===== src/cache_defines.svh =====
`ifndef CACHE_DEFINES_SVH
`define CACHE_DEFINES_SVH

`define CACHE_TAG_W       20            // addr[31:12]
`define CACHE_INDEX_W     8             // addr[11:4]
`define CACHE_SETS        256
`define CACHE_BANK_W      2             // addr[3:2]
`define CACHE_BANKS       4
`define CACHE_WAYS        2
`define CACHE_LFSR_W      23
`define CACHE_LFSR_SEED   23'h5500FF
`define CACHE_LFSR_TAP_A  22
`define CACHE_LFSR_TAP_B  17

`endif


===== src/cache_pkg.sv =====
`include "cache_defines.svh"

package cache_pkg;

  typedef logic [31:0] addr_t;                    // byte address
  typedef logic [31:0] word_t;
  typedef logic [`CACHE_TAG_W-1:0] tag_t;
  typedef logic [`CACHE_INDEX_W-1:0] index_t;
  typedef logic [`CACHE_BANK_W-1:0] bank_t;       // word within a line
  typedef logic way_t;

  // one tag RAM entry
  typedef struct packed {
    tag_t tag;
    logic valid;
  } tag_entry_t;

endpackage


===== src/refill_unit.sv =====
`timescale 1ns/1ps
`include "cache_defines.svh"

module refill_unit (
  input  logic                     clk,
  input  logic                     resetn,
  input  logic                     refill_active,
  input  logic                     ret_valid,
  input  cache_pkg::word_t         ret_data,
  input  cache_pkg::bank_t         bank,
  input  logic                     lookup_hit,
  input  cache_pkg::word_t         hit_word,
  output logic [`CACHE_BANKS-1:0]  bank_we,
  output cache_pkg::word_t         rdata
);

  cache_pkg::bank_t beat_cnt;
  logic beat;

  assign beat = refill_active && ret_valid;

  // beat counter, idle at zero between refills
  always_ff @(posedge clk) begin
    if (!resetn || !refill_active) begin
      beat_cnt <= '0;
    end else if (ret_valid) begin
      beat_cnt <= beat_cnt + 1'b1;
    end
  end

  // one bank per beat, ascending order
  always_comb begin
    bank_we = '0;
    if (beat) begin
      bank_we[beat_cnt] = 1'b1;
    end
  end

  ////////////////////
  // response word
  ////////////////////

  always_ff @(posedge clk) begin
    if (lookup_hit) begin
      rdata <= hit_word;
    end else if (beat && (beat_cnt == bank)) begin
      rdata <= ret_data;                   // critical word from the burst
    end
  end

endmodule


===== config.mk =====
export PLATFORM = sky130hd
export DESIGN_NAME = refill_unit
export DESIGN_NICKNAME = d
export VERILOG_FILES = /design/src/cache_pkg.sv /design/src/refill_unit.sv
export VERILOG_INCLUDE_DIRS = /design/src
export SDC_FILE = /design/constraint.sdc
export NUM_CORES = 1
export LEC_CHECK = 0
export BUFFER_PORTS_ARGS = -buffer_cell sky130_fd_sc_hd__clkbuf_2
export CAP_MARGIN = 20
export CORE_AREA = 2 2 65 67
export CTS_CLUSTER_SIZE = 25
export DETAILED_ROUTE_END_ITERATION = 7
export DIE_AREA = 0 0 67 69
export PLACE_DENSITY = 0.81
export SETUP_SLACK_MARGIN = 0.02
export SLEW_MARGIN = 10
export SYNTH_ARGS = -nofsm -noshare
export SYNTH_HDL_FRONTEND = slang
export SYNTH_SLANG_ARGS = --single-unit

===== constraint.sdc =====
create_clock -name clk -period 3.1 [get_ports clk]
set_input_delay 0.31 -clock clk [delete_from_list [all_inputs] [get_ports clk]]
set_output_delay 0.31 -clock clk [all_outputs]
set_load 0.005 [all_outputs]

=== Word-level counts from Yosys, hierarchy flattened ===
Cells that the tools add are included.

* Register bits after elaboration: 34
* Bits in latches: 0
* Memory bits (writable): 0
* ROM bits: 0
* Output and inout port bits: 36
* Logic and storage cells: 18
* Memories: 0

* $add $sub $neg: 1
* $mul: 0
* Divide/modulo/power cells: 0
* Magnitude comparators: 2
* Eq/ne operators: 1
* Shifts and indexed selects: 0
* Mux-type cells: 5
* Bitwise operators: 0
* Reductions and logical operators: 7

{| class="wikitable"
|+ Operator list
! kind !! number
|-
| 2-to-1 mux 32 bit || 2
|-
| 2-to-1 mux 4 bit || 1
|-
| logical AND 1 bit || 3
|-
| less-than comparator 2 x 3 -> 1 bit, second input constant || 1
|-
| adder 2 x 1 -> 2 bit, second input constant || 1
|-
| demux 1 bit (select 2 bit) || 1
|-
| equality test 2 bit || 1
|-
| >= comparator 2 x 1 -> 1 bit, second input constant || 1
|-
| zero test 1 bit || 2
|-
| nonzero test 2 bit || 1
|-
| logical OR 1 bit || 1
|-
| 2-to-1 mux 1 bit || 1
|}

=== Depth between registers and ports, before layout ===
* Depth after elaboration: 5
* Gate-level depth with buffers: 4
* Gate-level depth less buffers: 4

=== Least setup slack after synthesis ===
OpenSTA, ideal clock, no wires.

* Path type: register -> register
* Start point: register beat_cnt[0]
* End point: register rdata[0], enable pin
* Library setup time: 390 ps
* Data arrival time: 1372 ps
* Required time: 2710 ps
* Slack: 1338 ps
* Cell stages (with the launch flop): 3
* Buffers on the path: 0
* Clock period less this slack: 1762 ps
* Cells stage by stage: dfxtp_1 > xnor2_1 > a41o_1

* Cells in the longest elaborated chain, start to end: 3

{| class="wikitable"
|+ RTL lines
! item !! RTL line !! text
|-
| from (decl) || refill_unit.sv:17 || <nowiki>cache_pkg::bank_t beat_cnt;</nowiki>
|-
| from (signal assigned) || refill_unit.sv:27 || <nowiki>beat_cnt <= beat_cnt + 1'b1;</nowiki>
|-
| equality test 2 bit || refill_unit.sv:46 || <nowiki>end else if (beat && (beat_cnt == bank)) begin</nowiki>
|-
| logical AND 1 bit || refill_unit.sv:46 ||
|-
| nonzero test 2 bit (no line) || - ||
|-
| to (signal assigned) || refill_unit.sv:45 || <nowiki>rdata <= hit_word;</nowiki>
|-
| to (signal assigned) || refill_unit.sv:47 || <nowiki>rdata <= ret_data;</nowiki>
|-
| to (decl) || refill_unit.sv:14 || <nowiki>output cache_pkg::word_t rdata</nowiki>
|}

Every way passes these cells.
A chain may end at the register's enable or synchronous reset.

=== Worst setup path in the final report ===
* Start point: register beat_cnt[0]
* End point: register rdata[3], enable pin

The elaborated chain is that of the path after synthesis.

==> summary.txt <==
Final Cycle Share: 0.574
Die area: 0.00462 mm2
I/O Pins: 107
Normalized max-slew margin: 0.521
Nets: 274
Most frequent cells in the layout: clkbuf_2 (106), edfxtp_1 (32), mux2_4 (29), clkbuf_8 (5)
DIE WIDTH: 67 um
H-Tree Level Count: 2
Setup TNS: 0 ns
Leak pwr: 1.16 nW
Clock latency at the later pin of the worst-skew pair: 0.27 ns
Largest net degree at the start of global routing: 33
Num CTS Buffers: 5
Clock slew at reported path FFs: 0.06 ns
Startpoint types: flop
Vias: 1136
Final Skew: 0.00297 ns
Post-synthesis cell area: 0.00168 mm2
Distinct cells, synth: 14
CTS Sinks: 34
WHS: 0.287 ns
Gpl congestion: 0.824
Dpl ws: 1.29 ns
Setup Fix Bufs, Post-CTS: 0
#FFs+latches synth: 34
Hold path depth: 3
Final hold viol count: 0
CP required: 3.08 ns
# diodes: 0
Status: finished, final reports clean
CTS Buffer Depth: 2
Max frequency: 562 MHz
CTS tree: built
Clock share of power: 0.293
Total wire length: 3460 um
Worst R2R Path Depth: 3
Synth warn: 0
Final setup margin: 1.32 ns
Layout cells sized above 1: 0.730
Gate power share: 0.167
Port bufs: 106
Routed wire length per instance: 13.8 um
Max_cap viols: 0
Overall Global Routing Usage: 0.162
Total grt overflow: 0
RSZ-0062 raised after global routing: false
Inst Count DP: 242
# resized after CTS: 0
CTS Root Cell: clkbuf_8
Die H: 69 um
Origin of the critical flop-to-flop path: beat_cnt[0]$_SDFFE_PP0P_
R2r endpoint: rdata[3]$_DFFE_PP_
Global-route wire length before repair: 5530 um
Hold crit path type: in2reg
Post-DP HPWL: 2800 um
CP Data Arrival Time: 1.76 ns
P_sw: 0.221 mW
Min Tclk post-route: 1.78 ns
Initial antenna violation count: 0
DR pass1 iterations: 4
Vias in the first global route: 1175
Crit end category: flop
Hold EP: beat_cnt[0]$_SDFFE_PP0P_
Overall Power: 1.03 mW
Row count: 23
Hold Crit Start: resetn
R2r setup slk: 1.32 ns
DRC: 0
Worst vdd rail ir drop: 276 uV
Max-slew violations: 0
Hold-fix buffers, CTS: 0
Syn nets: 163
CP Class: reg2reg
Sequential share of power: 0.541
Slew at the pin with the worst max-slew slack: 0.718 ns
Iter 0 DRT Violations: 48
Net Sw Frac: 0.215
# setup viols final: 0
Core area: 0.00391 mm2
Internal Power: 0.805 mW
Final std cells w/o fill: 250
Post-DRT Antenna Nets: 0
Layout area overhead: 37.5%
Seq/Total Area, Yosys: 0.595
Initial Util: 0.430
Synth Instances: 88
Vias per Instance: 4.54
FILL cells: 324
Commonest non-fill, non-tap cell in the layout: clkbuf_2
Pwr Density: 444 mW/mm2
Max FO, Critical Path: 17
Mean area per synthesized cell: 19.1 um2
[layout make-up]
cell class / instances / area (um2) / area share
well taps: 50 / 62.6 / 0.0271
multi-input cells: 48 / 602 / 0.260
inverters: 2 / 7.51 / 0.00325
repair buffers: 108 / 558 / 0.241
flip-flops and latches: 34 / 1000 / 0.433
clock inverters: 2 / 8.76 / 0.00379
clock buffers: 6 / 72.6 / 0.0314
[synth_stat cells]
cell type  number  area (um2)
mux2_2          3        33.8
mux2_4         29         435
dfxtp_1         2        40.0
and3_1          4        25.0
buf_6           1        11.3
edfxtp_1       32         961
nand2_1         1        3.75
a41o_1          1        10.0
buf_12          3        60.1
nor2_1          2        7.51
ha_1            4        50.1
inv_1           2        7.51
mux2i_1         1        10.0
xnor2_1         3        26.3
[power by group through the flow]
stage                     Clock (mW)  Sequential (mW)  Combinational (mW)
after floorplan                    0            0.568              0.0852
after global placement             0            0.563               0.169
after detailed placement           0            0.565               0.174
after CTS                      0.309            0.555               0.174
after global routing           0.334            0.558               0.186
final                          0.300            0.554               0.171
[worst max-delay path, cell delays in order, from the launching register on]
cell	delay, ns
dfxtp_1	0.43
xnor2_1	0.14
a41o_1	0.66
buf_12	0.24
[per-stage QoR]
stage / area, um2 / util
after floorplan: 1680 / -
after global placement: 2230 / 0.570
after detailed placement: 2230 / 0.570
after CTS: 2310 / 0.591
after global routing: 2310 / 0.591
final: 2310 / 0.591
[kinds of logic after synthesis]
group,synth area share
XOR/XNOR,0.0156
adder cells (fa/ha/maj),0.0298
AND/OR/NAND/NOR,0.0216
multiplexers,0.285
AO/OA/AOI/OAI,0.00595
buffers and inverters,0.0469
flip-flops,0.595
[routing by layer]
layer	vias to the layer above	share of wire	track usage
li1	554	-	-
met1	541	0.34	0.154
met2	37	0.61	0.315
met3	4	0.040	0.0375
met4	0	0.014	0.0635
met5	-	0	0
[worst max-delay path by stage]
stage | startpoint | endpoint | slack, ns
after detailed placement | beat_cnt[0]$_SDFFE_PP0P_ | rdata[7]$_DFFE_PP_ | 1.29
after global routing | beat_cnt[0]$_SDFFE_PP0P_ | rdata[24]$_DFFE_PP_ | 1.18
after global placement | beat_cnt[0]$_SDFFE_PP0P_ | rdata[16]$_DFFE_PP_ | 1.35
after CTS | beat_cnt[0]$_SDFFE_PP0P_ | rdata[1]$_DFFE_PP_ | 1.28
final | beat_cnt[0]$_SDFFE_PP0P_ | rdata[3]$_DFFE_PP_ | 1.32
after floorplan | beat_cnt[0]$_SDFFE_PP0P_ | rdata[0]$_DFFE_PP_ | 1.34
[state kept, by name, indices dropped and copies added, names as in the netlist]
signal / count
beat_cnt: 2
rdata: 32
(Power assumes the default switching activity.)
