[config.mk]
export PLATFORM = sky130hd
export DESIGN_NAME = hit_select
export DESIGN_NICKNAME = d
export VERILOG_FILES = /design/src/cache_pkg.sv /design/src/hit_select.sv
export VERILOG_INCLUDE_DIRS = /design/src
export SDC_FILE = /design/constraint.sdc
export NUM_CORES = 1
export LEC_CHECK = 0
export BUFFER_PORTS_ARGS = -buffer_cell sky130_fd_sc_hd__clkbuf_2
export CORE_AREA = 2 2 139 141
export DETAILED_ROUTE_END_ITERATION = 12
export DIE_AREA = 0 0 141 143
export SYNTH_ARGS = -nofsm -noshare
export SYNTH_HDL_FRONTEND = slang
export SYNTH_SLANG_ARGS = --single-unit
export TNS_END_PERCENT = 30
[constraint.sdc]
create_clock -name vclk -period 2.4
set_input_delay 0.12 -clock vclk [all_inputs]
set_output_delay 0.12 -clock vclk [all_outputs]
set_load 0.02 [all_outputs]
[src/cache_defines.svh]
`ifndef CACHE_DEFINES_SVH
`define CACHE_DEFINES_SVH

`define CACHE_TAG_W       20            // addr[31:12]
`define CACHE_INDEX_W     8             // addr[11:4]
`define CACHE_SETS        256
`define CACHE_BANK_W      2             // addr[3:2]
`define CACHE_BANKS       4
`define CACHE_WAYS        2
`define CACHE_LFSR_W      23
`define CACHE_LFSR_SEED   23'h5500FF
`define CACHE_LFSR_TAP_A  22
`define CACHE_LFSR_TAP_B  17

`endif

[src/cache_pkg.sv]
`include "cache_defines.svh"

package cache_pkg;

  typedef logic [31:0] addr_t;                    // byte address
  typedef logic [31:0] word_t;
  typedef logic [`CACHE_TAG_W-1:0] tag_t;
  typedef logic [`CACHE_INDEX_W-1:0] index_t;
  typedef logic [`CACHE_BANK_W-1:0] bank_t;       // word within a line
  typedef logic way_t;

  // one tag RAM entry
  typedef struct packed {
    tag_t tag;
    logic valid;
  } tag_entry_t;

endpackage

[src/hit_select.sv]
`timescale 1ns/1ps
`include "cache_defines.svh"

module hit_select (
  input  cache_pkg::tag_entry_t tag_rd0,
  input  cache_pkg::tag_entry_t tag_rd1,
  input  cache_pkg::tag_t       req_tag,
  input  cache_pkg::bank_t      bank,
  input  cache_pkg::word_t      data_rd0 [`CACHE_BANKS],
  input  cache_pkg::word_t      data_rd1 [`CACHE_BANKS],
  output logic                  hit,
  output cache_pkg::way_t       hit_way,
  output cache_pkg::word_t      hit_word
);

  logic way0_hit;
  logic way1_hit;
  cache_pkg::word_t way0_word;
  cache_pkg::word_t way1_word;

  ////////////////////
  // tag compare
  ////////////////////

  assign way0_hit = tag_rd0.valid && (tag_rd0.tag == req_tag);
  assign way1_hit = tag_rd1.valid && (tag_rd1.tag == req_tag);

  assign hit     = way0_hit || way1_hit;
  assign hit_way = way1_hit;               // a line never sits in both ways

  ////////////////////
  // word select
  ////////////////////

  assign way0_word = data_rd0[bank];
  assign way1_word = data_rd1[bank];

  assign hit_word = way1_hit ? way1_word : way0_word;

endmodule

==> Word level (Yosys, flattened, before mapping) <==
Index checks and enable logic that the tools add are counted.
{ "totals": {"regBits": 0} }
{ "op_classes": {"n_lt_le_gt_ge": 1, "eq_ne": 2, "mux": 7, "bitwise_logic": 1, "n_reduce_logical": 3} }
{ "op_table": {"columns": ["cell", "count"], "rows": [
  ["32-bit two-way mux", 5],
  ["32-bit binary-select mux with 2-bit select", 2],
  ["20-bit == test", 2],
  ["3-bit greater-or-equal comparator (second input constant)", 1],
  ["2-bit inverter with 3-bit output", 1],
  ["1-bit logical AND", 2],
  ["1-bit logical OR", 1]
]} }

==> Logic depth before layout (Yosys ltp) <==
Gate-level depths: netlist (run 1).
{ "logic_depth": {"depth_word": 5, "mapped_depth": 7, "mapped_depth_nobuf": 5} }

==> Least setup slack after synthesis (run 1) <==
OpenSTA, ideal clock, no wires.
{ "synth_timing": {"kind": "input port to output port", "start": "input req_tag[10]", "end": "output hit_word[0]", "arrival_ns": 1.789, "required_time_ns": 2.280, "path_slack_ns": 0.491, "cell_stages": 7, "n_path_buf": 2, "cell_sequence": "xor2_1 -> nor4b_2 -> nand4_1 -> or4_1 -> buf_6 -> buf_12 -> mux2_4"} }
{ "synth_via": {"elab_chain_cells": 3} }
{ "synth_rtl": {"columns": ["item", "line", "rtl"], "rows": [
  ["start: declaration", "hit_select.sv:7", "input cache_pkg::tag_t req_tag,"],
  ["20-bit == test", "hit_select.sv:26", "assign way1_hit = tag_rd1.valid && (tag_rd1.tag == req_tag);"],
  ["1-bit logical AND", "hit_select.sv:26", null],
  ["32-bit two-way mux", "hit_select.sv:38", "assign hit_word = way1_hit ? way1_word : way0_word;"],
  ["end: declaration", "hit_select.sv:13", "output cache_pkg::word_t hit_word"]
]} }
No other way between the ends.

==> Worst setup path in the final report (run 1) <==
{ "layout_timing": {"start": "input req_tag[5]", "end": "output hit_word[24]"} }
The elaborated chain is that of the path after synthesis.

==> reports/results.ini, run 1 <==
[run_status]
outcome=finished clean

[hold_path]
hp-start=tag_rd0[0]
min_to=hit
min_path_type=primary input to primary output
hold_path_depth=3

[sta]
finalHoldWorstSlack_ns=0.609
hold_viol_final=0
layout_setup_ws_ns=0.155
fin_crit_ns=2.24
rsz0062_at_grt=no
fmax_mhz=446
slew_headroom_pct=67.7
period_share_pct=93.5
setup_viol=0
slew_violations=0
tightest_slew_ns=0.485

[placement]
io_buffer_count=354
gp_congestion=0.791
post-place-ws_ns=-0.0307
hpwl_um=11300

[cells_and_area]
multiInputGateArea_um2=2440
drive_gt1_share_pct=88.6
syn_to_final_growth_pct=82.0
nFlopsAndLatches=0
clock_buffers=0
seq_area_um2=0
post-route-util_pct=25.1
n_fill_cell=1991
diodes=0
final_nets=850

[critical_path]
critPathArrivalTime_ns=2.12
slowest_stage=or4_4
slowest_delay_ns=0.59
cp_max_fo=17
criticalPathCategory=primary input to primary output
crit_top_cell=clkbuf_2
required_ns=2.28
path_buf_inv=3
crit_chain=clkbuf_2 -> xor2_1 -> nor4_2 -> nand4_1 -> or4_4 -> buf_12 -> mux2_4 -> clkbuf_2
start_kind=primary input
end_kind=primary output
cpLargestDelayFamily=simple AND/OR/NAND/NOR gates

[die]
core_um2=18600
die_h_um=143
start_util_pct=13.8
die_area_um2=20200
die_w_um=141
rows=50
ios=354

[yosys]
netlist_area_um2=2560
synth_common_cells=mux4_2, mux2_4, xnor2_1, xor2_1
synthMuxAreaShare_pct=74.8
synth_top_family_by_area=multiplexers
synth_top_area_share_pct=56.3
synth_compound_area_share_pct=0.391
synth_top_cell_by_area=mux4_2
synth.distinct_cells=23
syn_avg_cell_area_um2=14.4
synthesis.nets=498
yosys.area_share.simple_pct=6.21
yosysWarnings=0
syn_inst=178
ys_seq_area_share_pct=0
yosysMostFrequentCell=mux4_2
synth_area_leaders=mux4_2, mux2_4, xnor2_1
synth_adder_area_share_pct=0
synth_xor_area_share_pct=13.7

[power]
power.total_w=0.000871
ir_drop_mv=0.0791
switching_power_w=0.000348
switching_share_pct=40.0
seqPwrFrac_pct=0
p_per_area_nw_per_um2=187
cell_internal_pwr_w=0.000523
leakage_nw=2.42
clockPowerShare_pct=0
p_comb_share_pct=100.0

[global_routing]
grt_usage_pct=10.8
grt_pass1_vias=3422
grt_max_degree=36
gr-total-overflow=0
antenna_found_initial=0
grt_pass1_wl_um=17000

[route]
routed_wl_um=12300
dr.pass1.iters=4
vias_per_cell=4.24
drtAntennaViolNets=0
drc=0
dr.first_iter.drc_count=117
wire_per_inst_um=16.1
num_vias=3232

[run]
drv_cap=0

timing repair:
action,in CTS,in global routing
setup endpoints to repair,18,0
resized for setup,1,0
hold buffers,0,0
buffers inserted,0,0
routing by layer:
metal	wire (µm)	part of all wire (%)	vias to the layer above	global-route usage (%)
met5	0	0	-	0
met2	6970	57	221	23.4
met4	241	2.0	0	1.95
met3	1090	8.9	12	2.05
met1	3980	32	1520	10.5
li1	-	-	1479	-
how the worst max path moves through the flow:
stage	startpoint	end	slack, ns	depth (start not counted)
6_report	req_tag[5]	hit_word[24]	0.16	8
5_1_grt	req_tag[6]	hit_word[16]	0.07	8
4_1_cts	req_tag[5]	hit_word[16]	0.15	8
3_5_place_dp	req_tag[5]	hit_word[16]	-0.03	8
3_3_place_gp	req_tag[7]	hit_word[16]	-0.007	8
2_1_floorplan	req_tag[10]	hit_word[0]	0.49	7
cell type report:
type,count,share of cell area [%]
well taps,234,6.28
multi-input cells,160,52.3
repair buffers,368,41.4
through the flow:
stage                     instance area, µm²  setup TNS [ns]  cells
final                                   4660               0    762
after global routing                    4660               0    762
after CTS                               4660               0    762
after detailed placement                4660          -0.160    762
after global placement                  4660        -0.00704    762
after floorplan                         2560               0    178
logic make-up after synthesis:
logic type,count (synthesis)
AO/OA/AOI/OAI,1
AND/OR/NAND/NOR,23
multiplexers,96
XOR/XNOR,40
buffers and inverters,18
power groups by stage:
stage               clock, W  sequential, W  combinational, W
global route               0              0          0.000932
CTS                        0              0          0.000882
detailed placement         0              0          0.000879
global placement           0              0          0.000865
floorplan                  0              0          0.000466
finish                     0              0          0.000871
cell usage in the layout (no fill, tap or decap), types with 2 or more instances in the layout:
master	n
nor4_1	4
mux2_2	2
xnor2_1	25
clkbuf_2	352
buf_12	4
nand2_1	3
nor3_1	2
buf_4	11
xor2_1	15
nand4_1	6
mux2_4	30
mux4_2	64
No activity file was read; power rests on OpenSTA's default activity.
==> run 2, diff against run 1 <==
--- a/config.mk
+++ b/config.mk
@@ -7,9 +7,9 @@
 export NUM_CORES = 1
 export LEC_CHECK = 0
 export BUFFER_PORTS_ARGS = -buffer_cell sky130_fd_sc_hd__clkbuf_2
-export CORE_AREA = 2 2 139 141
+export CORE_AREA = 2 2 137 139
 export DETAILED_ROUTE_END_ITERATION = 12
-export DIE_AREA = 0 0 141 143
+export DIE_AREA = 0 0 139 141
 export SYNTH_ARGS = -nofsm -noshare
 export SYNTH_HDL_FRONTEND = slang
 export SYNTH_SLANG_ARGS = --single-unit
==> constraint.sdc (replaced) <==
create_clock -name vclk -period 2
set_input_delay 0.1 -clock vclk [all_inputs]
set_output_delay 0.1 -clock vclk [all_outputs]
set_load 0.02 [all_outputs]
==> reports/results.ini, run 2 (synthesis gave the netlist of run 1 again) <==
[global_routing]
grt_usage_pct=11.8  ; was 10.8%
grt_pass1_vias=3467  ; was 3422
grt_max_degree=31  ; was 36
antenna_found_initial=0  ; unchanged
gr-total-overflow=0  ; unchanged
grt_pass1_wl_um=18400  ; was 17000 µm

[run]
drv_cap=0  ; unchanged

[critical_path]
crit_top_cell=clkbuf_2  ; unchanged
start_kind=primary input  ; unchanged
critPathArrivalTime_ns=2.04  ; was 2.12 ns
slowest_stage=or4_4  ; unchanged
slowest_delay_ns=0.54  ; was 0.59 ns
required_ns=1.90  ; was 2.28 ns
criticalPathCategory=primary input to primary output  ; unchanged
cp_max_fo=18  ; was 17
end_kind=primary output  ; unchanged
crit_chain=clkbuf_2 -> xnor2_1 -> buf_4 -> nor3b_1 -> nand4_1 -> or4_4 -> buf_12 -> mux2_4 -> clkbuf_2  ; was clkbuf_2 -> xor2_1 -> nor4_2 -> nand4_1 -> or4_4 -> buf_12 -> mux2_4 -> clkbuf_2

[sta]
fin_tns_setup_ns=-3.32  ; was 0 ns
rsz0062_at_grt=yes  ; was no
fmax_mhz=468
slew_violations=0  ; unchanged
period_share_pct=107
hold_viol_final=0  ; unchanged
setup_viol=32  ; was 0
tightest_slew_ns=0.537  ; was 0.485 ns
fin_crit_ns=2.14
layout_setup_ws_ns=-0.136  ; was 0.155 ns
slew_headroom_pct=63.9  ; was 67.7%

[power]
p_comb_share_pct=100.0  ; about the same
cell_internal_pwr_w=0.000682  ; was 0.000523 W
switching_power_w=0.000445  ; was 0.000348 W
seqPwrFrac_pct=0  ; about the same
leakage_nw=2.56  ; was 2.42 nW
ir_drop_mv=0.116  ; was 0.0791 mV
power.total_w=0.00113  ; was 0.000871 W
p_per_area_nw_per_um2=230  ; was 187 nW/µm²
switching_share_pct=39.5  ; was 40.0%
clockPowerShare_pct=0  ; about the same

[die]
rows=50  ; unchanged
start_util_pct=14.0  ; was 13.8%
die_h_um=141  ; was 143 µm
core_um2=18300  ; was 18600 µm²
ios=354  ; unchanged
die_area_um2=19600  ; was 20200 µm²
die_w_um=139  ; was 141 µm

[cells_and_area]
layout_commonest_cell=clkbuf_2  ; unchanged
diodes=0  ; unchanged
syn_to_final_growth_pct=91.2  ; was 82.0%
drive_gt1_share_pct=89.5  ; was 88.6%
n_fill_cell=1953  ; was 1991
multiInputGateArea_um2=2450  ; was 2440 µm²
seq_area_um2=0  ; unchanged
clock_buffers=0  ; unchanged
nFlopsAndLatches=0  ; unchanged
final_nets=872  ; was 850
final_cell_mix=clkbuf_2, mux4_2, buf_4  ; was clkbuf_2, mux4_2, mux2_4

[run_status]
outcome=finished, violations left  ; was finished clean
violations=setup timing

[clock_tree]
cts_setup_buffers=0  ; unchanged

[route]
routed_wl_um=12900  ; was 12300 µm
dr.pass1.iters=4  ; unchanged
dr.first_iter.drc_count=124  ; was 117
wire_per_inst_um=16.5  ; was 16.1 µm
drtAntennaViolNets=0  ; unchanged
num_vias=3283  ; was 3232
vias_per_cell=4.19  ; was 4.24
drc=0  ; unchanged

[placement]
io_buffer_count=354  ; unchanged
gp_congestion=0.797  ; was 0.791
hpwl_um=12000  ; was 11300 µm

[hold_path]
min_path_type=primary input to primary output  ; unchanged

[run 2: changes by cell type in the layout (fill, tap and decap cells not counted)]
cell / previous run / this run
buf_12: 4 / 6
buf_2: 1 / 9
xnor2_2: 0 / 2
buf_4: 11 / 38
clkbuf_2: 352 / 335
buf_6: 0 / 2
xnor2_1: 25 / 23
[run 2: timing repair]
| item | 4_1_cts | 5_1_grt |
|---|---|---|
| setup endpoints to repair | 32 | 32 |
| hold buffers | 0 | 0 |
| endpoints found under the hold margin | 0 | 0 |
| pin swaps | 2 | 1 |
| cloned | 0 | 0 |
| gates resized for setup | 3 | 28 |
[run 2: power by group through the flow]
| stage | clock network (W) | logic (W) | registers, W |
|---|---|---|---|
| 2_1_floorplan | 0 | 0.000560 | 0 |
| 3_3_place_gp | 0 | 0.00110 | 0 |
| 3_5_place_dp | 0 | 0.00112 | 0 |
| 4_1_cts | 0 | 0.00113 | 0 |
| 5_1_grt | 0 | 0.00120 | 0 |
| 6_report | 0 | 0.00113 | 0 |
[run 2: final cells by class]
type | count | area share, %
Multi-Input combinational cell | 160 | 50.1
Tap cell | 234 | 5.98
Timing Repair Buffer | 390 | 43.9
[run 2: through the flow]
| stage | std cells | instance area [µm²] | util [%] | setup slack, ns | hold slack [ns] |
|---|---|---|---|---|---|
| floorplan | 178 | 2560 | - | 0.131 | 0.334 |
| global placement | 784 | 4850 | 26.5 | -0.421 | 0.601 |
| detailed placement | 784 | 4850 | 26.5 | -0.431 | 0.597 |
| CTS | 784 | 4860 | 26.6 | -0.164 | 0.599 |
| global route | 784 | 4890 | 26.8 | -0.281 | 0.615 |
| finish | 784 | 4890 | 26.8 | -0.136 | 0.591 |
[run 2: path summary, 6_finish.rpt]
kind   startpoint          end  slack, ns  depth (start not counted)
min    tag_rd0[0]          hit       0.59                          3
max   req_tag[14]  hit_word[7]      -0.14                          9
[run 2: worst max-delay path: cells and delay by family]
kind / cells / cell delay [ns]
xor+xnor: 1 / 0.17
buf+inv: 4 / 0.59
mux: 1 / 0.33
simple gates: 3 / 0.84
[run 2: routing by layer]
layer | vias up | part of all wire, % | global-route usage [%]
met1 | 1524 | 37 | 13.7
met2 | 219 | 53 | 22.7
li1 | 1526 | - | -
met3 | 14 | 7.7 | 1.77
met5 | - | 0 | 0
met4 | 0 | 2.8 | 3.14
