[config.mk]
export PLATFORM = sky130hd
export DESIGN_NAME = cache_ctrl
export DESIGN_NICKNAME = d
export VERILOG_FILES = /design/src/cache_pkg.sv /design/src/cache_ctrl.sv
export VERILOG_INCLUDE_DIRS = /design/src
export SDC_FILE = /design/constraint.sdc
export NUM_CORES = 1
export LEC_CHECK = 0
export ABC_AREA = 1
export ABC_CLOCK_PERIOD_IN_PS = 2500
export BUFFER_PORTS_ARGS = -buffer_cell sky130_fd_sc_hd__buf_4
export CAP_MARGIN = 20
export CORE_ASPECT_RATIO = 2
export CORE_MARGIN = 2
export CORE_UTILIZATION = 30
export DETAILED_ROUTE_END_ITERATION = 8
export SLEW_MARGIN = 40
export SYNTH_ARGS = -nofsm -noshare
export SYNTH_HDL_FRONTEND = slang
export SYNTH_SLANG_ARGS = --single-unit
export TNS_END_PERCENT = 100
[constraint.sdc]
create_clock -name clk -period 2.5 [get_ports clk]
set_input_delay 0.25 -clock clk [delete_from_list [all_inputs] [get_ports clk]]
set_output_delay 0.25 -clock clk [all_outputs]
set_load 0.005 [all_outputs]
[src/cache_defines.svh]
`ifndef CACHE_DEFINES_SVH
`define CACHE_DEFINES_SVH

`define CACHE_TAG_W       20            // addr[31:12]
`define CACHE_INDEX_W     8             // addr[11:4]
`define CACHE_SETS        256
`define CACHE_BANK_W      2             // addr[3:2]
`define CACHE_BANKS       4
`define CACHE_WAYS        2
`define CACHE_LFSR_W      23
`define CACHE_LFSR_SEED   23'h5500FF
`define CACHE_LFSR_TAP_A  22
`define CACHE_LFSR_TAP_B  17

`endif

[src/cache_pkg.sv]
`include "cache_defines.svh"

package cache_pkg;

  typedef logic [31:0] addr_t;                    // byte address
  typedef logic [31:0] word_t;
  typedef logic [`CACHE_TAG_W-1:0] tag_t;
  typedef logic [`CACHE_INDEX_W-1:0] index_t;
  typedef logic [`CACHE_BANK_W-1:0] bank_t;       // word within a line
  typedef logic way_t;

  // one tag RAM entry
  typedef struct packed {
    tag_t tag;
    logic valid;
  } tag_entry_t;

endpackage

[src/cache_ctrl.sv]
`timescale 1ns/1ps
`include "cache_defines.svh"

module cache_ctrl (
  input  logic                    clk,
  input  logic                    resetn,
  input  logic                    valid,
  input  cache_pkg::addr_t        addr,
  output logic                    addr_ok,
  output logic                    data_ok,
  output logic                    rd_req,
  output cache_pkg::addr_t        rd_addr,
  input  logic                    rd_rdy,
  input  logic                    ret_valid,
  input  logic                    ret_last,
  input  logic                    hit,
  output cache_pkg::index_t       ram_index,
  output cache_pkg::tag_t         req_tag,
  output cache_pkg::bank_t        req_bank,
  output logic                    lookup_hit,
  output logic                    refill_active,
  output cache_pkg::way_t         victim_way,
  output logic [`CACHE_WAYS-1:0]  tag_we
);

  typedef enum logic [1:0] {
    st_idle,
    st_lookup,
    st_replace,
    st_refill
  } state_t;

  state_t state;
  state_t state_nxt;
  cache_pkg::addr_t req_addr_r;
  logic [`CACHE_LFSR_W-1:0] lfsr;
  logic accept;
  logic last_beat;

  assign accept    = valid && addr_ok;
  assign last_beat = refill_active && ret_valid && ret_last;

  ////////////////////
  // state machine
  ////////////////////

  always_ff @(posedge clk) begin
    if (!resetn) begin
      state <= st_idle;
    end else begin
      state <= state_nxt;
    end
  end

  always_comb begin
    state_nxt = state;
    case (state)
      st_idle:    if (valid) state_nxt = st_lookup;
      st_lookup:  state_nxt = hit ? st_idle : st_replace;
      st_replace: if (rd_rdy) state_nxt = st_refill;
      st_refill:  if (ret_valid && ret_last) state_nxt = st_idle;
      default:    state_nxt = st_idle;
    endcase
  end

  assign addr_ok       = (state == st_idle);
  assign lookup_hit    = (state == st_lookup) && hit;
  assign refill_active = (state == st_refill);
  assign rd_req        = (state == st_replace);   // held until rd_rdy

  // request buffer
  always_ff @(posedge clk) begin
    if (accept) begin
      req_addr_r <= addr;
    end
  end

  assign req_tag  = req_addr_r[31 -: `CACHE_TAG_W];
  assign req_bank = req_addr_r[2 +: `CACHE_BANK_W];
  assign rd_addr  = {req_addr_r[31:4], 4'b0000};   // line aligned

  // RAMs read ahead with the incoming address while idle
  assign ram_index = addr_ok ? addr[`CACHE_BANK_W+2 +: `CACHE_INDEX_W]
                             : req_addr_r[`CACHE_BANK_W+2 +: `CACHE_INDEX_W];

  ////////////////////
  // victim choice
  ////////////////////

  always_ff @(posedge clk) begin
    if (!resetn) begin
      lfsr       <= `CACHE_LFSR_SEED;
      victim_way <= 1'b0;
    end else begin
      lfsr <= {lfsr[`CACHE_LFSR_W-2:0], lfsr[`CACHE_LFSR_TAP_A] ^ lfsr[`CACHE_LFSR_TAP_B]};
      if ((state == st_lookup) && !hit) begin
        victim_way <= lfsr[0];             // fixed for the whole refill
      end
    end
  end

  // new tag goes in with the last beat
  always_comb begin
    tag_we = '0;
    tag_we[victim_way] = last_beat;
  end

  // response strobe, one cycle after the hit or the last beat
  always_ff @(posedge clk) begin
    if (!resetn) begin
      data_ok <= 1'b0;
    end else begin
      data_ok <= lookup_hit || last_beat;
    end
  end

endmodule

[After elaboration in Yosys (flattened, before gate mapping)]
Cells that the tools add are included.
Storage, ports and cells
  output and inout port bits: 70
  flip-flop bits (word level): 59
  input bits: 39
  logic and storage cells: 34
Cells by class
  $lt $le $gt $ge: 2
  mux-type cells: 8
  reductions and logical operators: 11
  bitwise gates (word level): 2
  eq/ne operators: 6
Operators with widths (count)
  2-bit two-way mux: 4
  8-bit two-way mux: 1
  2-bit case mux with 4 select lines: 1
  1-bit logical AND: 7
  2-bit == test, second input constant: 2
  2-bit by 1-bit inequality test with 1-bit output, second input constant: 2
  3-bit AND reduction: 1
  2-bit bitwise AND: 1
  2-bit by 1-bit == test with 1-bit output, second input constant: 1
  2-bit logical NOT: 1
  1-bit by 2-bit less-than comparator with 1-bit output, second input constant: 1
  2-bit inequality test, second input constant: 1
  1-bit demux with 1-bit select: 1
  1-bit greater-or-equal comparator, second input constant: 1
  1-bit logical NOT: 1
  1-bit logical OR: 1
  1-bit two-way mux: 1
  1-bit XOR: 1

[Longest topological paths before layout]
Gate-level depths: netlist of the first run.
  depth in word-level cells: 5
  mapped depth: 7
  mapped depth without buffers: 6

[Worst setup path before layout of the first run]
OpenSTA, ideal clock, no wires.
  kind: register to register
  start point: reg state[0]
  end point: reg req_addr_r[10] (enable)
  cell stages (with the launch flop): 5
  period minus slack after synthesis: 2.426 ns
  setup time: 0.417 ns
  slack: 0.074 ns
  required time: 2.083 ns
  arrival: 2.009 ns
  buffers on the path: 1
  cell sequence: dfxtp_1 > buf_6 > nor2_4 > inv_4 > nor2_1
On the way
  cells in the longest elaborated chain, start to end: 2
Ends and longest elaborated chain
  from (decl): RTL line cache_ctrl.sv:33  | state_t state;
  from (signal assigned): RTL line cache_ctrl.sv:49  | state <= st_idle;
  from (signal assigned): RTL line cache_ctrl.sv:51  | state <= state_nxt;
  2-bit logical NOT: RTL line cache_ctrl.sv:66  | assign addr_ok = (state == st_idle);
  net addr_ok: RTL line cache_ctrl.sv:9  | output logic addr_ok,
  1-bit logical AND: RTL line cache_ctrl.sv:40  | assign accept = valid && addr_ok;
  net accept: RTL line cache_ctrl.sv:37  | logic accept;
  to (signal assigned): RTL line cache_ctrl.sv:74  | req_addr_r <= addr;
  to (decl): RTL line cache_ctrl.sv:35  | cache_pkg::addr_t req_addr_r;
The timed path passes the listed nets, and every way through them passes these cells.
A chain may end at the register's enable or synchronous reset.

[Final worst setup path of the first run]
  start point: reg state[0]
  end point: out ram_index[3]
On the way
  cells in the longest elaborated chain, start to end: 2
Ends and longest elaborated chain
  2-bit logical NOT: RTL line cache_ctrl.sv:66
  8-bit two-way mux: RTL line cache_ctrl.sv:83  | assign ram_index = addr_ok ? addr[`CACHE_BANK_W+2 +: `CACHE_INDEX_W]
  to (decl): RTL line cache_ctrl.sv:17  | output cache_pkg::index_t ram_index,
No other way between the ends.

==> results of run 1 <==
[path summary, 6_finish.rpt]
path	startpoint	endpoint	cells after the start
setup / recovery	state[0]	ram_index[3]	5
setup reg to reg	state[0]	req_addr_r[22]	4
hold / removal	addr[30]	req_addr_r[30]	1
hold reg to reg	lfsr[15]	lfsr[16]	1
[worst register-to-register path: stages (launching register included)]
cell     delay (ns)
dfxtp_1        0.39
nor2_4         0.33
inv_4          0.14
nor2_2         0.10
buf_4          0.35
[metal layers]
| layer | wire length (microns) | track usage, % | vias to the layer above |
|---|---|---|---|
| met3 | 351 | 5.38 | 8 |
| met5 | 0 | 0 | - |
| met1 | 1460 | 10.9 | 635 |
| met2 | 2210 | 20.6 | 82 |
| li1 | - | - | 705 |
| met4 | 85 | 7.50 | 0 |
[sequential cells by signal, summed over array words and instances, names as in the netlist, named ones only]
name,flops
req_addr_r,30
victim_way,1
data_ok,1
lfsr,23
state,1
[cells by family (layout without fill, tap and decap cells)]
kind of cell	count (synthesis)	count (layout)
other	1	4
DFF	57	57
AOI/OAI and AO/OA	5	5
and+or+nand+nor	66	66
buffers and inverters	48	140
[Yosys cell counts]
library cell and count:
nand2_1 43, edfxtp_1 30, dfxtp_1 27, buf_4 24
inv_1 17, or2_1 7, nor2_1 5, a21oi_1 3
inv_2 3, or2_2 3, buf_6 2, nand3_2 2
nor2_2 2, nor2_4 2, o21ai_0 2, buf_2 1
conb_1 1, inv_4 1, nand3_1 1, nand3b_1 1
[power breakdown]
part | total, mW | switching (mW) | internal [mW]
Combinational | 0.292 | 0.128 | 0.165
Sequential | 1.09 | 0.0298 | 1.06
Clock | 1.21 | 0.375 | 0.835
[metrics by stage]
stage	util, %	area [sq um]	hold slack (ns)
floorplan	-	2080	0.343
global placement	41.3	2760	0.392
detailed placement	41.3	2760	0.393
CTS	46.0	3070	0.0880
global route	46.0	3070	0.0892
finish	46.0	3070	0.106
[area by class of cell]
type | instances | area, sq um | share of cell area, %
sequential | 57 | 1440 | 46.9
timing repair buffer | 103 | 773 | 25.2
multi-input combinational | 75 | 353 | 11.5
clock buffer | 15 | 309 | 10.1
tap | 88 | 110 | 3.58
inverter | 21 | 81.3 | 2.65
clock inverter | 1 | 5.00 | 0.163
==> run_results.csv, run 1 <==
group,metric,value,unit
logic_synthesis,netlist_area,2070,sq um
sta,setup_tns,0,ns
power,p_total,2.59,mW
drt,vias,1430,
sta,setup_slack,0.817,ns
power,power.density,843,nW/um^2
logic_synthesis,synth_area_leader_cell,"edfxtp_1",
drt,drtIter0Drc,35,
drt,firstDrtPassIters,4,
logic_synthesis,synth_xor_area_share,0,%
logic_synthesis,synth-compound-area-share,1.21,%
sta,drv_slew,0,
clock_tree,clockBufferDepth,2,
cells_and_area,final_nets,306,
placed_design,place_congestion,0.703,
clock_tree,clock_latency,0.31,ns
floorplan,start_util,31.0,%
drt,vias_per_cell,3.97,
logic_synthesis,synth_fa_ha_area_share,0,%
floorplan,ios,109,
logic_synthesis,synthMuxAreaShare,0,%
run,cap_viol_max_count,0,
clock_tree,ctsResizeCount,0,
drt,drc,0,
logic_synthesis,synthSimpleGateAreaFrac,15.0,%
placed_design,portBuffers,102,
global_routing,grt_usage,11.8,%
cells_and_area,fillCellCount,610,
clock_tree,clk_pin_slew,0.05,ns
sta,setup-violations-final,0,
critical_path,slowest_delay,0.39,ns
cells_and_area,layout_commonest_cell,"buf_4",
logic_synthesis,syn_inst,177,
clock_tree,cts.sinks,57,
cells_and_area,stdcell_count,360,
global_routing,grt_pass1_wl,6.55,mm
cells_and_area,final_cell_mix,"buf_4 (103), nand2_1 (43), edfxtp_1 (30)",
critical_path,path_delay_family,"simple AND/OR/NAND/NOR gates",
drt,drtAntennaViolNets,0,
global_routing,overflow,0,
cells_and_area,diodes,0,
hold_path,hold_path.class,"primary input to register",
placed_design,post-place-ws,0.791,ns
critical_path,r2r_setup_slack,0.84,ns
floorplan,core,6670,sq um
drt,wl_per_cell,11.4,microns
global_routing,grt_max_degree,31,
sta,fmax,0.594,GHz
drt,drt_wl_total,4.10,mm
sta,skew,0.00329,ns
logic_synthesis,synth_seq_cells,57,
critical_path,crit_fanout,10,
sta,min_period,1.68,ns
logic_synthesis,synth_top_area_share,43.5,%
critical_path,cp-start-kind,"register",
power,ir_drop,365,uV
floorplan,row_count,42,
critical_path,cp_cell_sequence,"nor2_4 > inv_4 > nand2_1 > nand2_1 > buf_4",
outcome,status,"complete, no violations",
sta,report.final.hold_viol_count,0,
critical_path,critPathKind,"register to output pin",
clock_tree,post-cts-setup-buffers,0,
critical_path,path_common_cell,"nand2_1",
clock_tree,h-tree-depth,3,
power,cellLeakagePower,1.47,nW
sta,fin_crit_sh,67.3,%
cells_and_area,drive_gt1_share,48.5,%
clock_tree,cts_tree,"done",
critical_path,cpMaxStageDelayCell,"dfxtp_1",
clock_tree,cts_inserted_buffers,9,
placed_design,dp_cells,344,
logic_synthesis,ys_seq_area_share,69.6,%
global_routing,grt_pass1_vias,1409,
critical_path,endpoint_kind,"output pin",
global_routing,antenna_found_initial,0,
floorplan,dieArea,7620,sq um
cells_and_area,syn_to_final_growth,48.5,%
logic_synthesis,ys_types,20,
logic_synthesis,yosys_warnings,0,
critical_path,critPathArrivalTime,1.43,ns
critical_path,cp.required,2.25,ns
logic_synthesis,synth.area.top_cells,"edfxtp_1 (44%), dfxtp_1 (26%), buf_4 (8.7%)",
critical_path,worst-path-buf-inv,2,
logic_synthesis,synth_top_family_by_area,"simple AND/OR/NAND/NOR gates",
clock_tree,clockRootBuffer,"clkbuf_16",
floorplan,die_w,62.7,microns
floorplan,die_h,121,microns
sta,rsz0062_at_grt,"false",
clock_tree,cts_hold_buffers,0,
logic_synthesis,syn_area_per_cell,11.7,sq um
placed_design,hpwlAfterDp,3.03,mm
No activity file was read; power rests on OpenSTA's default activity.
==> run 2, diff against run 1 <==
- ABC_CLOCK_PERIOD_IN_PS: 2500 -> 1400
- clock period: 2.5 -> 1.4 ns (I/O delays scaled with it)
==> run_results.csv, run 2 (synthesis gave the netlist of run 1 again) <==
group,metric,value,unit
cells_and_area,layout_commonest_cell,"buf_4",
critical_path,critPathKind,"register to output pin",
hold_path,hold_depth,3,
drt,vias_per_cell,3.94,
clock_tree,clockBufferDepth,2,
placed_design,portBuffers,102,
power,cellLeakagePower,1.62,nW
placed_design,place_congestion,0.714,
clock_tree,clk_pin_slew,0.05,ns
floorplan,core,6670,sq um
sta,fmax,0.731,GHz
critical_path,crit_fanout,9,
cells_and_area,design_area,3420,sq um
critical_path,rr_worst_depth,4,
hold_path,hold_path.class,"primary input to register",
clock_tree,clockRootBuffer,"clkbuf_16",
cells_and_area,stdcell_count,393,
placed_design,dp_cells,347,
power,power.density,1370,nW/um^2
global_routing,grt_pass1_wl,7.36,mm
sta,report.final.hold_viol_count,0,
sta,hold_slack,0.0758,ns
clock_tree,cts_inserted_buffers,9,
floorplan,die_w,62.7,microns
sta,setup_slack,0.0321,ns
drt,drc,0,
clock_tree,h-tree-depth,3,
global_routing,grt_pass1_vias,1550,
drt,drtAntennaViolNets,0,
global_routing,grt_max_degree,31,
global_routing,overflow,0,
cells_and_area,drive_gt1_share,45.9,%
critical_path,endpoint_kind,"output pin",
drt,wl_per_cell,11.8,microns
cells_and_area,reg_top3,"req_addr_r x30, lfsr x23",
sta,fin_crit_sh,97.7,%
floorplan,dieArea,7620,sq um
sta,skew,0.00430,ns
cells_and_area,syn_to_final_growth,65.4,%
run,cap_viol_max_count,0,
critical_path,cp.required,1.26,ns
cells_and_area,largest_register_ffs,30,
sta,min_period,1.37,ns
outcome,status,"complete, no violations",
sta,setup_tns,0,ns
sta,drv_slew,0,
cells_and_area,regMostFlops,"req_addr_r",
cells_and_area,diodes,0,
floorplan,die_h,121,microns
sta,setup-violations-final,0,
clock_tree,cts_tree,"done",
cells_and_area,fin_util,51.3,%
power,ir_drop,1140,uV
drt,drt_wl_total,4.62,mm
placed_design,post-place-ws,0.244,ns
cells_and_area,fillCellCount,589,
drt,drtIter0Drc,16,
clock_tree,clock_latency,0.32,ns
critical_path,critPathArrivalTime,1.23,ns
global_routing,antenna_found_initial,0,
cells_and_area,final_cell_mix,"buf_4 (103), nand2_1 (42), dlygate4sd3_1 (30), edfxtp_1 (30), dfxtp_1 (25)",
drt,vias,1547,
cells_and_area,final_nets,339,
critical_path,r2r_setup_slack,0.19,ns
power,p_total,4.68,mW
floorplan,start_util,31.0,%
global_routing,grt_usage,13.2,%
critical_path,cp-start-kind,"register",
placed_design,dpl_cell_area,2800,sq um
placed_design,hpwlAfterDp,3.09,mm
floorplan,row_count,42,
clock_tree,cts.sinks,57,
drt,firstDrtPassIters,5,
floorplan,ios,109,
sta,rsz0062_at_grt,"true",
run 2: cell type report:
class	instances	area, sq um	share of cell area, %
clock buffers	11	264	7.71
well taps	88	110	3.22
multi-input cells	75	373	10.9
repair buffers	136	1120	32.6
clock inverters	5	32.5	0.950
inverters	21	81.3	2.38
flip-flops and latches	57	1450	42.3
run 2: per-layer routing:
layer	vias up	part of all wire (%)	global-route usage (%)
met5	-	0	0
met3	6	7.1	5.38
li1	771	-	-
met4	0	1.5	7.64
met2	85	53	23.3
met1	685	38	12.6
run 2: repair_timing:
action,CTS,global route
endpoints found under the setup margin,10,11
buffers inserted,1,0
hold buffers,30,0
resized for setup,4,4
hold endpoints to repair,30,0
pin swaps,1,1
run 2: report_power, final:
part           internal (mW)  switching, mW  leakage, nW
Sequential              1.89         0.0521        0.509
Clock                   1.36          0.734        0.152
Combinational          0.378          0.269        0.956
Total                   3.62           1.05         1.62
run 2: worst max-delay path, cell delays in order, from the launching register on:
cell and delay, ns:
dfxtp_4 0.35, nor2_4 0.14, buf_6 0.16, nand2_1 0.06, nand2_1 0.08, buf_4 0.12
run 2: worst paths after layout:
check | from | end
min reg2reg | lfsr[15] | lfsr[16]
min | valid | state[0]
max reg2reg | state[0] | req_addr_r[26]
max | state[0] | ram_index[1]
==> run 3, diff against run 2 <==
- CORE_ASPECT_RATIO: 2 -> 1.5
- CTS_BUF_LIST: unset -> sky130_fd_sc_hd__clkbuf_2 sky130_fd_sc_hd__clkbuf_4 sky130_fd_sc_hd__clkbuf_8
==> run_results.csv, run 3 (synthesis gave the netlist of run 1 again) <==
group,metric,value,unit
global_routing,grt_max_degree,31,
drt,wl_per_cell,11.8,microns
floorplan,core,6760,sq um
sta,skew,0.00424,ns
drt,firstDrtPassIters,4,
cells_and_area,diodes,0,
placed_design,place_congestion,0.680,
power,power.density,1250,nW/um^2
clock_tree,clk_pin_slew,0.06,ns
critical_path,path_delay_family,"flip-flops",
cells_and_area,reg_top3,"req_addr_r x30, lfsr x23",
drt,drc,0,
sta,setup-violations-final,0,
critical_path,slowest_delay,0.35,ns
critical_path,critPathKind,"register to output pin",
critical_path,worst-path-buf-inv,3,
global_routing,grt_usage,12.3,%
sta,min_period,1.35,ns
clock_tree,cts_inserted_buffers,9,
drt,vias,1558,
floorplan,dieArea,7590,sq um
cells_and_area,stdcell_count,384,
floorplan,die_w,71.8,microns
critical_path,endpoint_kind,"output pin",
cells_and_area,regMostFlops,"req_addr_r",
power,p_total,4.17,mW
sta,rsz0062_at_grt,"true",
sta,hold_slack,0.0667,ns
drt,drtIter0Drc,48,
floorplan,die_h,106,microns
sta,fmax,0.743,GHz
global_routing,antenna_found_initial,0,
placed_design,post-place-ws,0.253,ns
cells_and_area,largest_register_ffs,30,
clock_tree,clockBufferDepth,2,
hold_path,hold_path.class,"primary input to register",
drt,drtAntennaViolNets,0,
outcome,status,"complete, no violations",
global_routing,overflow,0,
placed_design,portBuffers,102,
drt,drt_wl_total,4.51,mm
drt,vias_per_cell,4.06,
global_routing,grt_pass1_vias,1513,
global_routing,grt_pass1_wl,6.96,mm
floorplan,start_util,30.6,%
placed_design,hpwlAfterDp,3.05,mm
placed_design,dp_cells,337,
sta,fin_crit_sh,96.1,%
cells_and_area,final_cell_mix,"buf_4 (104), nand2_1 (43), dlygate4sd3_1 (30), edfxtp_1 (30), dfxtp_1 (25)",
cells_and_area,drive_gt1_share,45.8,%
clock_tree,cts.sinks,57,
power,cellLeakagePower,1.58,nW
clock_tree,clock_latency,0.33,ns
clock_tree,clockRootBuffer,"clkbuf_8",
floorplan,row_count,37,
critical_path,critPathArrivalTime,1.21,ns
critical_path,cp_cell_sequence,"buf_6 > nand2_1 > inv_2 > nand3_4 > nor2_1 > buf_4",
sta,setup_slack,0.0540,ns
critical_path,crit_fanout,3,
power,ir_drop,867,uV
clock_tree,cts_tree,"done",
sta,drv_slew,0,
cells_and_area,layout_commonest_cell,"buf_4",
clock_tree,h-tree-depth,3,
cells_and_area,syn_to_final_growth,60.9,%
floorplan,ios,109,
critical_path,cp-start-kind,"register",
sta,report.final.hold_viol_count,0,
critical_path,cpMaxStageDelayCell,"dfxtp_2",
critical_path,cp.required,1.26,ns
cells_and_area,final_nets,340,
run,cap_viol_max_count,0,
run 3: cell types whose count changed in the layout (fill, tap and decap cells not counted), sizes merged:
cell    before  now
buf        106  107
clkbuf      11   13
clkinv       1    2
inv         25   21
bufinv       0    1
run 3: layout make-up:
cell class	instances	area (sq um)
timing repair buffer	137	1120
clock buffer	13	173
clock inverter	3	38.8
sequential	57	1440
fill	634	3430
multi-input combinational	75	373
tap	78	97.6
inverter	21	81.3
run 3: report_power, final:
group	internal (mW)	switching, mW	total [mW]
Sequential	1.88	0.0489	1.93
Clock	0.978	0.613	1.59
Combinational	0.379	0.265	0.643
run 3: path summary, 6_finish.rpt:
| check | to | from | cells past startpoint | slack, ns |
|---|---|---|---|---|
| min reg2reg | lfsr[3] | lfsr[2] | 1 | 0.41 |
| min | state[0] | valid | 3 | 0.07 |
| max | tag_we[0] | state[0] | 6 | 0.05 |
| max reg2reg | req_addr_r[18] | state[0] | 4 | 0.20 |
run 3: worst min-delay path, cell delays in order:
cell	delay [ns]
buf_4	0.10
nor2_4	0.03
nor2_2	0.09
run 3: metal layers:
metal | vias to the layer above | GRT usage (%) | part of all wire (%)
li1 | 769 | - | -
met4 | 0 | 7.68 | 2.2
met3 | 10 | 3.44 | 8.1
met1 | 707 | 12.2 | 36
met2 | 72 | 21.9 | 53
met5 | - | 0 | 0
run 3: through the flow:
stage,TNS (ns),area [sq um],utilization (%)
finish,0,3330,49.3
global route,-0.138,3330,49.3
CTS,0,3330,49.2
detailed placement,0,2790,41.2
global placement,0,2790,41.2
floorplan,-5.71,2090,-
run 3: timing repair:
| action | 4_1_cts | 5_1_grt |
|---|---|---|
| pin swaps | 1 | 1 |
| setup endpoints to repair | 10 | 9 |
| gates resized for setup | 6 | 1 |
| endpoints found under the hold margin | 30 | 0 |
| cloned | 0 | 0 |
| setup buffers | 2 | 0 |
| hold buffers | 30 | 0 |
